### src/source/mipsPkg.sv
package mipsPkg;

    typedef logic [31:0] wordT;
    typedef logic [4:0]  regAddrT;
    typedef logic [15:0] immT;
    typedef logic [4:0]  excCodeT;

    typedef enum logic [3:0] {
        ALU_ADD,
        ALU_SUB,
        ALU_AND,
        ALU_OR,
        ALU_NOR,
        ALU_XOR,
        ALU_LUI,
        ALU_SLL,
        ALU_SRA,
        ALU_SRL,
        ALU_LT,
        ALU_LTU,
        ALU_NONE
    } aluOpT;

    typedef enum logic [2:0] {
        JUDGE_EQ,
        JUDGE_NE,
        JUDGE_GTZ,
        JUDGE_LEZ,
        JUDGE_GEZ,
        JUDGE_LTZ,
        JUDGE_NONE
    } judgeOpT;

    localparam excCodeT EXC_NONE    = 5'd0;
    localparam excCodeT EXC_SYSCALL = 5'd8;
    localparam excCodeT EXC_BP      = 5'd9;
    localparam excCodeT EXC_RI      = 5'd10;
    localparam excCodeT EXC_OV      = 5'd12;

    // Primary opcodes
    localparam logic [5:0] OP_SPECIAL = 6'h00;
    localparam logic [5:0] OP_REGIMM  = 6'h01;
    localparam logic [5:0] OP_BEQ     = 6'h04;
    localparam logic [5:0] OP_BNE     = 6'h05;
    localparam logic [5:0] OP_BLEZ    = 6'h06;
    localparam logic [5:0] OP_BGTZ    = 6'h07;
    localparam logic [5:0] OP_ADDI    = 6'h08;
    localparam logic [5:0] OP_ADDIU   = 6'h09;
    localparam logic [5:0] OP_SLTI    = 6'h0a;
    localparam logic [5:0] OP_SLTIU   = 6'h0b;
    localparam logic [5:0] OP_ANDI    = 6'h0c;
    localparam logic [5:0] OP_ORI     = 6'h0d;
    localparam logic [5:0] OP_XORI    = 6'h0e;
    localparam logic [5:0] OP_LUI     = 6'h0f;

    // REGIMM rt field
    localparam regAddrT RT_BLTZ = 5'h00;
    localparam regAddrT RT_BGEZ = 5'h01;

    // SPECIAL function field
    localparam logic [5:0] FN_SLL     = 6'h00;
    localparam logic [5:0] FN_SRL     = 6'h02;
    localparam logic [5:0] FN_SRA     = 6'h03;
    localparam logic [5:0] FN_SLLV    = 6'h04;
    localparam logic [5:0] FN_SRLV    = 6'h06;
    localparam logic [5:0] FN_SRAV    = 6'h07;
    localparam logic [5:0] FN_MOVZ    = 6'h0a;
    localparam logic [5:0] FN_MOVN    = 6'h0b;
    localparam logic [5:0] FN_SYSCALL = 6'h0c;
    localparam logic [5:0] FN_BREAK   = 6'h0d;
    localparam logic [5:0] FN_ADD     = 6'h20;
    localparam logic [5:0] FN_ADDU    = 6'h21;
    localparam logic [5:0] FN_SUB     = 6'h22;
    localparam logic [5:0] FN_SUBU    = 6'h23;
    localparam logic [5:0] FN_AND     = 6'h24;
    localparam logic [5:0] FN_OR      = 6'h25;
    localparam logic [5:0] FN_XOR     = 6'h26;
    localparam logic [5:0] FN_NOR     = 6'h27;
    localparam logic [5:0] FN_SLT     = 6'h2a;
    localparam logic [5:0] FN_SLTU    = 6'h2b;

endpackage

### src/source/decodeIf.sv
`timescale 1ns/1ps

interface decodeIf import mipsPkg::*; ();

    logic    valid;
    aluOpT   aluOp;
    judgeOpT judgeOp;
    logic    useImm;
    logic    shiftByShamt;
    logic    isBranch;
    logic    isMove;
    logic    signedOv;
    logic    regWrite;
    regAddrT dst;
    regAddrT rs;
    regAddrT rt;
    wordT    rsVal;
    wordT    rtVal;
    // Already sign or zero extended
    wordT    imm;
    logic [4:0] shamt;
    logic    exc;
    excCodeT excCode;

    modport source (
        output valid, aluOp, judgeOp, useImm, shiftByShamt, isBranch, isMove,
        output signedOv, regWrite, dst, rs, rt, rsVal, rtVal, imm, shamt, exc, excCode
    );

    modport sink (
        input valid, aluOp, judgeOp, useImm, shiftByShamt, isBranch, isMove,
        input signedOv, regWrite, dst, rs, rt, rsVal, rtVal, imm, shamt, exc, excCode
    );

endinterface

### src/source/controlUnit.sv
`timescale 1ns/1ps

module controlUnit import mipsPkg::*; (
    input  wordT    inst,
    output aluOpT   aluOp,
    output judgeOpT judgeOp,
    output logic    useImm,
    output logic    immSext,
    output logic    shiftByShamt,
    output logic    isBranch,
    output logic    isMove,
    output logic    signedOv,
    output logic    regWrite,
    output logic    rdIsDst,
    output logic    exc,
    output excCodeT excCode
);

    logic [5:0] op;
    logic [5:0] fn;
    regAddrT    rsField;
    regAddrT    rtField;
    logic [4:0] sa;
    logic       rType;
    logic       unknown;

    logic isAdd, isAddu, isSub, isSubu;
    logic isAnd, isOr, isXor, isNor;
    logic isSlt, isSltu;
    logic isSll, isSra, isSrl, isSllv, isSrav, isSrlv;
    logic isMovz, isMovn, isSyscall, isBreak;
    logic isAddi, isAddiu, isSlti, isSltiu;
    logic isAndi, isOri, isXori, isLui;
    logic isBeq, isBne, isBlez, isBgtz, isBltz, isBgez;

    assign op      = inst[31:26];
    assign rsField = inst[25:21];
    assign rtField = inst[20:16];
    assign sa      = inst[10:6];
    assign fn      = inst[5:0];
    assign rType   = (op == OP_SPECIAL);

    // R-type ALU ops need a zero shamt field
    assign isAdd  = rType && sa == 0 && fn == FN_ADD;
    assign isAddu = rType && sa == 0 && fn == FN_ADDU;
    assign isSub  = rType && sa == 0 && fn == FN_SUB;
    assign isSubu = rType && sa == 0 && fn == FN_SUBU;
    assign isAnd  = rType && sa == 0 && fn == FN_AND;
    assign isOr   = rType && sa == 0 && fn == FN_OR;
    assign isXor  = rType && sa == 0 && fn == FN_XOR;
    assign isNor  = rType && sa == 0 && fn == FN_NOR;
    assign isSlt  = rType && sa == 0 && fn == FN_SLT;
    assign isSltu = rType && sa == 0 && fn == FN_SLTU;
    assign isMovz = rType && sa == 0 && fn == FN_MOVZ;
    assign isMovn = rType && sa == 0 && fn == FN_MOVN;

    // Immediate shifts keep rs zero, register shifts keep shamt zero
    assign isSll  = rType && rsField == 0 && fn == FN_SLL;
    assign isSra  = rType && rsField == 0 && fn == FN_SRA;
    assign isSrl  = rType && rsField == 0 && fn == FN_SRL;
    assign isSllv = rType && sa == 0 && fn == FN_SLLV;
    assign isSrav = rType && sa == 0 && fn == FN_SRAV;
    assign isSrlv = rType && sa == 0 && fn == FN_SRLV;

    assign isSyscall = rType && fn == FN_SYSCALL;
    assign isBreak   = rType && fn == FN_BREAK;

    assign isAddi  = (op == OP_ADDI);
    assign isAddiu = (op == OP_ADDIU);
    assign isSlti  = (op == OP_SLTI);
    assign isSltiu = (op == OP_SLTIU);
    assign isAndi  = (op == OP_ANDI);
    assign isOri   = (op == OP_ORI);
    assign isXori  = (op == OP_XORI);
    assign isLui   = (op == OP_LUI) && rsField == 0;

    assign isBeq  = (op == OP_BEQ);
    assign isBne  = (op == OP_BNE);
    assign isBlez = (op == OP_BLEZ) && rtField == 0;
    assign isBgtz = (op == OP_BGTZ) && rtField == 0;
    assign isBltz = (op == OP_REGIMM) && rtField == RT_BLTZ;
    assign isBgez = (op == OP_REGIMM) && rtField == RT_BGEZ;

    assign unknown = ~(
        isAdd | isAddu | isSub | isSubu | isAnd | isOr | isXor | isNor |
        isSlt | isSltu | isSll | isSra | isSrl | isSllv | isSrav | isSrlv |
        isMovz | isMovn | isSyscall | isBreak |
        isAddi | isAddiu | isSlti | isSltiu | isAndi | isOri | isXori | isLui |
        isBeq | isBne | isBlez | isBgtz | isBltz | isBgez
    );

    always_comb begin
        aluOp        = ALU_NONE;
        judgeOp      = JUDGE_NONE;
        useImm       = 1'b0;
        immSext      = 1'b0;
        shiftByShamt = 1'b0;
        isBranch     = 1'b0;
        isMove       = 1'b0;
        signedOv     = 1'b0;
        regWrite     = 1'b0;
        rdIsDst      = 1'b0;
        if (!unknown) begin
            if (isAdd | isAddu | isAddi | isAddiu)     aluOp = ALU_ADD;
            else if (isSub | isSubu)                   aluOp = ALU_SUB;
            else if (isAnd | isAndi)                   aluOp = ALU_AND;
            else if (isOr | isOri)                     aluOp = ALU_OR;
            else if (isNor)                            aluOp = ALU_NOR;
            else if (isXor | isXori)                   aluOp = ALU_XOR;
            else if (isLui)                            aluOp = ALU_LUI;
            else if (isSll | isSllv)                   aluOp = ALU_SLL;
            else if (isSra | isSrav)                   aluOp = ALU_SRA;
            else if (isSrl | isSrlv)                   aluOp = ALU_SRL;
            else if (isSlt | isSlti)                   aluOp = ALU_LT;
            else if (isSltu | isSltiu)                 aluOp = ALU_LTU;

            if (isBeq | isMovz)      judgeOp = JUDGE_EQ;
            else if (isBne | isMovn) judgeOp = JUDGE_NE;
            else if (isBgtz)         judgeOp = JUDGE_GTZ;
            else if (isBlez)         judgeOp = JUDGE_LEZ;
            else if (isBgez)         judgeOp = JUDGE_GEZ;
            else if (isBltz)         judgeOp = JUDGE_LTZ;

            useImm       = isAddi | isAddiu | isSlti | isSltiu | isAndi | isOri | isXori | isLui;
            immSext      = isAddi | isAddiu | isSlti | isSltiu;
            shiftByShamt = isSll | isSra | isSrl;
            isBranch     = isBeq | isBne | isBlez | isBgtz | isBltz | isBgez;
            isMove       = isMovz | isMovn;
            signedOv     = isAdd | isAddi | isSub;
            rdIsDst      = rType & ~isSyscall & ~isBreak;
            regWrite     = (rType & ~isSyscall & ~isBreak) | useImm;
        end
    end

    // RI first, then SYSCALL, then BREAK
    assign exc     = unknown | isSyscall | isBreak;
    assign excCode = unknown   ? EXC_RI :
                     isSyscall ? EXC_SYSCALL :
                     isBreak   ? EXC_BP : EXC_NONE;

endmodule

### src/source/regFile.sv
`timescale 1ns/1ps

module regFile import mipsPkg::*; (
    input  logic    clk,
    input  logic    rstN,
    input  regAddrT rs,
    input  regAddrT rt,
    output wordT    rsVal,
    output wordT    rtVal,
    input  logic    writeEn,
    input  regAddrT writeAddr,
    input  wordT    writeData
);

    // Register zero has no storage
    wordT regs [1:31];

    logic writeLive;

    assign writeLive = writeEn && writeAddr != '0;

    always_ff @(posedge clk) begin
        if (!rstN) begin
            for (int i = 1; i < 32; i++) begin
                regs[i] <= '0;
            end
        end else if (writeLive) begin
            regs[writeAddr] <= writeData;
        end
    end

    // Write-through so a read at the write-back edge sees the new value
    assign rsVal = (rs == '0) ? '0 :
                   (writeLive && writeAddr == rs) ? writeData : regs[rs];
    assign rtVal = (rt == '0) ? '0 :
                   (writeLive && writeAddr == rt) ? writeData : regs[rt];

    zeroReadsZero: assert property (
        @(posedge clk) disable iff (!rstN)
        rs == '0 |-> rsVal == '0
    );

endmodule

### src/source/aluUnit.sv
`timescale 1ns/1ps

module aluUnit import mipsPkg::*; (
    input  aluOpT      op,
    input  wordT       a,
    input  wordT       b,
    input  logic [4:0] shamt,
    output wordT       result,
    output logic       overflow
);

    wordT       sum;
    wordT       diff;
    logic [4:0] shiftAmt;
    logic       addOv;
    logic       subOv;

    assign sum  = a + b;
    assign diff = a - b;

    // Immediate shifts come with a zero, register shifts with a zero shamt
    assign shiftAmt = shamt | a[4:0];

    // Signed overflow when the sign of the result disagrees with the operands
    assign addOv = (a[31] == b[31]) && (sum[31] != a[31]);
    assign subOv = (a[31] != b[31]) && (diff[31] != a[31]);

    always_comb begin
        case (op)
            ALU_ADD: result = sum;
            ALU_SUB: result = diff;
            ALU_AND: result = a & b;
            ALU_OR:  result = a | b;
            ALU_NOR: result = ~(a | b);
            ALU_XOR: result = a ^ b;
            ALU_LUI: result = {b[15:0], 16'h0000};
            ALU_SLL: result = b << shiftAmt;
            ALU_SRA: result = wordT'($signed(b) >>> shiftAmt);
            ALU_SRL: result = b >> shiftAmt;
            ALU_LT:  result = {31'b0, $signed(a) < $signed(b)};
            ALU_LTU: result = {31'b0, a < b};
            default: result = '0;
        endcase
    end

    always_comb begin
        case (op)
            ALU_ADD: overflow = addOv;
            ALU_SUB: overflow = subOv;
            default: overflow = 1'b0;
        endcase
    end

endmodule

### src/source/execStage.sv
`timescale 1ns/1ps

module execStage import mipsPkg::*; (
    input  logic       clk,
    input  logic       rstN,
    input  logic       stall,
    decodeIf.sink      dec,
    output logic       resValid,
    output logic       resWrite,
    output logic       resBranch,
    output logic       resTaken,
    output logic       resExc,
    output regAddrT    resDst,
    output wordT       resData,
    output excCodeT    resExcCode
);

    wordT       rsFwd;
    wordT       rtFwd;
    wordT       aluB;
    wordT       aluResult;
    logic       aluOverflow;
    logic [4:0] aluShamt;
    wordT       judgeA;
    wordT       judgeB;
    logic       judge;
    logic       ovExc;
    logic       anyExc;
    logic       writeOk;

    // Older result not yet in the register file
    assign rsFwd = (resValid && resWrite && resDst != '0 && resDst == dec.rs) ? resData : dec.rsVal;
    assign rtFwd = (resValid && resWrite && resDst != '0 && resDst == dec.rt) ? resData : dec.rtVal;

    assign aluB     = dec.useImm ? dec.imm : rtFwd;
    assign aluShamt = dec.shiftByShamt ? dec.shamt : 5'd0;

    aluUnit alu (
        .op       (dec.aluOp),
        .a        (rsFwd),
        .b        (aluB),
        .shamt    (aluShamt),
        .result   (aluResult),
        .overflow (aluOverflow)
    );

    // Moves test rt against zero, branches compare rs with rt
    assign judgeA = dec.isMove ? rtFwd : rsFwd;
    assign judgeB = dec.isMove ? '0 : rtFwd;

    always_comb begin
        case (dec.judgeOp)
            JUDGE_EQ:  judge = (judgeA == judgeB);
            JUDGE_NE:  judge = (judgeA != judgeB);
            JUDGE_GTZ: judge = ($signed(judgeA) > 0);
            JUDGE_LEZ: judge = ($signed(judgeA) <= 0);
            JUDGE_GEZ: judge = ~judgeA[31];
            JUDGE_LTZ: judge = judgeA[31];
            default:   judge = 1'b0;
        endcase
    end

    assign ovExc   = dec.signedOv && aluOverflow;
    assign anyExc  = dec.exc || ovExc;
    assign writeOk = dec.regWrite && !anyExc && !dec.isBranch && (!dec.isMove || judge);

    always_ff @(posedge clk) begin
        if (!rstN) begin
            resValid  <= 1'b0;
            resWrite  <= 1'b0;
            resExc    <= 1'b0;
            resBranch <= 1'b0;
            resTaken  <= 1'b0;
        end else if (!stall) begin
            resValid   <= dec.valid;
            resWrite   <= dec.valid && writeOk;
            resExc     <= dec.valid && anyExc;
            resBranch  <= dec.valid && dec.isBranch;
            resTaken   <= dec.valid && dec.isBranch && judge;
            resDst     <= dec.dst;
            resData    <= dec.isMove ? rsFwd : aluResult;
            resExcCode <= dec.exc ? dec.excCode : (ovExc ? EXC_OV : EXC_NONE);
        end
    end

    noWriteOnExc: assert property (
        @(posedge clk) disable iff (!rstN)
        !(resValid && resWrite && resExc)
    );

endmodule

### src/source/mipsSlice.sv
`timescale 1ns/1ps

module mipsSlice import mipsPkg::*; (
    input  logic    clk,
    input  logic    rstN,
    input  logic    instValid,
    output logic    instReady,
    input  wordT    inst,
    output logic    resValid,
    input  logic    resReady,
    output logic    resWrite,
    output regAddrT resDst,
    output wordT    resData,
    output logic    resBranch,
    output logic    resTaken,
    output logic    resExc,
    output excCodeT resExcCode
);

    aluOpT   aluOp;
    judgeOpT judgeOp;
    logic    useImm;
    logic    immSext;
    logic    shiftByShamt;
    logic    isBranch;
    logic    isMove;
    logic    signedOv;
    logic    regWrite;
    logic    rdIsDst;
    logic    exc;
    excCodeT excCode;
    wordT    rsVal;
    wordT    rtVal;
    immT     immField;
    logic    stall;

    decodeIf dec ();

    // Hold both stages while the output is blocked
    assign stall     = resValid && !resReady;
    assign instReady = !stall;
    assign immField  = inst[15:0];

    controlUnit ctrl (
        .inst         (inst),
        .aluOp        (aluOp),
        .judgeOp      (judgeOp),
        .useImm       (useImm),
        .immSext      (immSext),
        .shiftByShamt (shiftByShamt),
        .isBranch     (isBranch),
        .isMove       (isMove),
        .signedOv     (signedOv),
        .regWrite     (regWrite),
        .rdIsDst      (rdIsDst),
        .exc          (exc),
        .excCode      (excCode)
    );

    regFile rf (
        .clk       (clk),
        .rstN      (rstN),
        .rs        (inst[25:21]),
        .rt        (inst[20:16]),
        .rsVal     (rsVal),
        .rtVal     (rtVal),
        .writeEn   (resValid && resReady && resWrite),
        .writeAddr (resDst),
        .writeData (resData)
    );

    always_ff @(posedge clk) begin
        if (!rstN) begin
            dec.valid <= 1'b0;
        end else if (!stall) begin
            dec.valid <= instValid;
        end
    end

    // Payload loads only on an accepted instruction
    always_ff @(posedge clk) begin
        if (instValid && instReady) begin
            dec.aluOp        <= aluOp;
            dec.judgeOp      <= judgeOp;
            dec.useImm       <= useImm;
            dec.shiftByShamt <= shiftByShamt;
            dec.isBranch     <= isBranch;
            dec.isMove       <= isMove;
            dec.signedOv     <= signedOv;
            dec.regWrite     <= regWrite;
            dec.dst          <= rdIsDst ? inst[15:11] : inst[20:16];
            dec.rs           <= inst[25:21];
            dec.rt           <= inst[20:16];
            dec.rsVal        <= rsVal;
            dec.rtVal        <= rtVal;
            dec.imm          <= immSext ? {{16{immField[15]}}, immField} : {16'h0000, immField};
            dec.shamt        <= inst[10:6];
            dec.exc          <= exc;
            dec.excCode      <= excCode;
        end
    end

    execStage ex (
        .clk        (clk),
        .rstN       (rstN),
        .stall      (stall),
        .dec        (dec),
        .resValid   (resValid),
        .resWrite   (resWrite),
        .resBranch  (resBranch),
        .resTaken   (resTaken),
        .resExc     (resExc),
        .resDst     (resDst),
        .resData    (resData),
        .resExcCode (resExcCode)
    );

    instHeld: assert property (
        @(posedge clk) disable iff (!rstN)
        instValid && !instReady |=> instValid && $stable(inst)
    );

endmodule

### config.mk
export PLATFORM = sky130hd
export DESIGN_NAME = mipsSlice
export DESIGN_NICKNAME = d
export VERILOG_FILES = /design/src/source/mipsPkg.sv /design/src/source/decodeIf.sv /design/src/source/controlUnit.sv /design/src/source/regFile.sv /design/src/source/aluUnit.sv /design/src/source/execStage.sv /design/src/source/mipsSlice.sv
export SDC_FILE = /design/constraint.sdc
export NUM_CORES = 2
export LEC_CHECK = 0
export BUFFER_PORTS_ARGS = -buffer_cell sky130_fd_sc_hd__buf_4
export CAP_MARGIN = 10
export CORE_MARGIN = 2
export CORE_UTILIZATION = 45
export DETAILED_ROUTE_END_ITERATION = 16
export PLACE_DENSITY_LB_ADDON = 0.25
export SLEW_MARGIN = 20
export SYNTH_ARGS = -nofsm -noshare
export SYNTH_HDL_FRONTEND = slang
export SYNTH_SLANG_ARGS = --single-unit
export TNS_END_PERCENT = 30
### constraint.sdc
create_clock -name clk -period 11.8 [get_ports clk]
set_input_delay 0.59 -clock clk [delete_from_list [all_inputs] [get_ports clk]]
set_output_delay 0.59 -clock clk [all_outputs]
set_load 0.02 [all_outputs]
==> metrics <==
post-route ant nets=0; final WL=just under 300 mm; CP most frequent cell=a21boi_0; first-pass GRT wire length=409 mm; worst skew pair latency=about 800 ps; CTS buffer count=136; CP max-delay cell=o21ai_0; clk_skew=~84 ps; RSZ-0062 raised after global routing=false; layout cell share with drive strength beyond 1=a little over a fifth; prevailing post-synth register cell=edfxtp_1; final worst path period share=approximately 64%; Final #Nets=approximately 5.8k; die width=a little over 400 µm; CP peak stage delay=approximately 890 ps; vias in the first global route=approximately 53k; crit-path cells=xor2_1 -> nor4_2 -> buf_4 -> a21boi_0 -> o31ai_2 -> ha_1 -> o21ba_2 -> or4_1 -> and3_1 -> nor4bb_1 -> o21bai_1 -> o21ai_0 -> a21oi_1 -> o221a_2 -> a2111o_1 -> o21a_1 -> a21boi_0; sequential fraction of the synthesis area=about half; Resize count post-CTS=0; MaxCap Viol Count=0; Tot Pwr=roughly 0.011 W; endpoint class of the critical path=register; Overflow after GRT=0; routability cong.=roughly 1.0; Crit Path Class=reg2reg; crit path time final=around 7500 ps; pin count of the biggest net entering global routing=108; CTS tree=built; Post-synth EDFFs=roughly 1.2k; vias=54.1k; post-DP HPWL=about 190 mm; Rows=147; worst hold path class=in2reg; fillers=around 14k; synthesized flop and latch total=around 1.2k; Post-Place Worst Slack=4470 ps; Synth Instances=5751; worst setup margin=4290 ps; Area Growth Syn to Fin=10.5%; PortBufs=82; CTS H-tree lvls=4; initial core utilization=between 40% and 50%; measured slew at the worst slew-check pin=around 1300 ps; Pre-Repair DR Iteration Count=5; pwr dens=about 140 nW/µm²; clock buffer depth=3; core area=between 150000 and 200000 µm²; Die Y=slightly above 400 µm; fmax=between 100 and 150 MHz; CTS Root Cell=clkbuf_16; Synth cell types=between 90 and 100; Reg clk slew, reported paths=~60 ps; setup tns final=0 ps; GRT Util Overall=approximately a third; I/O pins=84; initial antenna violation count=9; Synth Area per Inst=around 13 µm²; Pleak=28.6 nW; CP startpoint kind=register; Worst slew margin=around 13%; DRT iter0 DRCs=~7.6k; residual DRC count=0; Max IR drop VDD=around 0.15 mV; share of flip-flops with an asynchronous set or reset=0%; crit-path max FO=40; vias per cell=6.86; crit path DAT=between 8000 and 9000 ps; die area=between 150000 and 200000 µm²; CTS sink cnt=between 1k and 1.5k; synthesized area=73200 µm²; Synth warnings=0; post-CTS setup buffer count=0; detailed-route wire length per cell=between 30 and 40 µm; status=finished clean; WP data required=12330 ps; final setup violation count=0; Hold Fails Final Rpt=0; max-slew violation count=0
-- placed cells by master, fill, tap and decap left out, types with 22 or more instances in the layout --
master and n:
xnor2_1 22, clkinv_1 23, nand2b_1 26, a221o_1 25
mux2_2 33, nor2_2 34, nand3_1 79, xor2_1 24
o21ai_0 167, o211ai_1 40, nor2b_1 43, o22ai_1 27
a221oi_1 43, a21oi_1 194, ha_1 96, a21o_1 23
nor3_1 221, a31oi_1 42, o221ai_1 23, edfxtp_1 1178
and2_1 848, inv_1 110, nand2_1 196, mux4_2 616
clkbuf_1 35, clkbuf_16 138, buf_4 278, mux2i_1 216
o21ai_4 31, a211oi_1 123, nor2_1 276, conb_1 33
-- cell usage after synthesis, types with 96 or more instances --
master / n / area share, %
edfxtp_1: 1178 / 48
inv_1: 112 / 0.57
a21oi_1: 195 / 1.3
ha_1: 96 / 1.6
and2_1: 849 / 7.3
a211oi_1: 123 / 1.3
mux4_2: 616 / 19
nor3_1: 224 / 1.5
clkbuf_1: 449 / 2.3
nor2_1: 311 / 1.6
o21ai_0: 198 / 1.4
mux2i_1: 216 / 3.0
nand2_1: 198 / 1.0
-- registers in the layout (all words and copies together), names as in the netlist, 3 cells and up --
| signal | cells |
|---|---|
| dec.aluOp | 4 |
| dec.dst | 5 |
| dec.excCode | 3 |
| dec.imm | 17 |
| dec.judgeOp | 3 |
| dec.rs | 5 |
| dec.rsVal | 32 |
| dec.rt | 5 |
| dec.rtVal | 32 |
| ex.resData | 32 |
| ex.resDst | 5 |
| ex.resExcCode | 4 |
| rf.regs | 1024 |
-- critical path: cells and delay by family (launching register included) --
kind	cells	cell delay [ps]
xor gates and xnor gates	1	200
and+or+nand+nor	4	1590
AOI/OAI and AO/OA	10	3810
buffers and inverters	1	410
DFF	1	840
adders and majority gates	1	410
-- worst paths after layout --
| path | start | endpoint | slack [ps] | cells past startpoint |
|---|---|---|---|---|
| worst min register to register | dec.dst[4] | ex.resDst[4] | 430 | 0 |
| worst max register to register | ex.resDst[1] | ex.resExcCode[3] | 4290 | 17 |
| worst min-delay path | inst[3] | dec.imm[3] | 50 | 1 |
| worst max-delay path | ex.resDst[1] | ex.resExcCode[3] | 4290 | 17 |
-- logic make-up (layout without fill, tap and decap cells) --
family                   Yosys count  in the layout  share of synthesized area [%]
AO/OA/AOI/OAI                    976            976                           9.17
XOR/XNOR                          46             46                          0.551
adder cells (fa/ha/maj)           98             98                           1.70
buffers and inverters            712            654                           3.78
flip-flops                      1184           1184                           48.5
multiplexers                     866            866                           22.4
other                              1             36                        0.00513
AND/OR/NAND/NOR                 1868           1868                           13.8
-- through the flow --
step	std cells	util (%)	instance area (µm²)	hold slack, ps
finish	7888	50.2	80900	45.7
global route	7885	50.2	80800	21.1
CTS	7885	50.2	80800	0.680
detailed placement	7637	47.5	76500	408
global placement	7637	47.5	76500	417
floorplan	5783	-	73300	400
-- timing repair --
item / CTS / global route
endpoints found under the hold margin: 9 / 0
hold buffers: 9 / 0
endpoints found under the setup margin: 0 / 0
-- per-layer routing --
metal / vias to the layer above / wire length [µm] / track usage, % / part of all wire [%]
met5: - / 40 / 0 / 0.014
met4: 6 / 18300 / 18.1 / 6.3
met3: 747 / 27600 / 6.75 / 9.5
met2: 3388 / 136000 / 55.3 / 47
met1: 27975 / 109000 / 44.9 / 37
li1: 22022 / - / - / -
-- final cells by class --
type	count	area (µm²)	share of cell area, %
timing repair buffer	296	2320	2.87
clock buffer	173	3580	4.43
clock inverter	66	704	0.871
tap	2160	2700	3.34
multi-input combinational	3887	35600	44.0
sequential	1184	35500	43.9
inverter	119	449	0.556
antenna	3	7.51	0.00928
-- power breakdown --
group / total, W / leakage (nW) / switching (W) / internal (W)
Sequential: 0.00494 / 12.1 / 0.000130 / 0.00481
Combinational: 0.00224 / 14.4 / 0.00149 / 0.000750
Clock: 0.00416 / 2.09 / 0.00183 / 0.00233
Note: power is estimated with default switching activity, not from simulation.
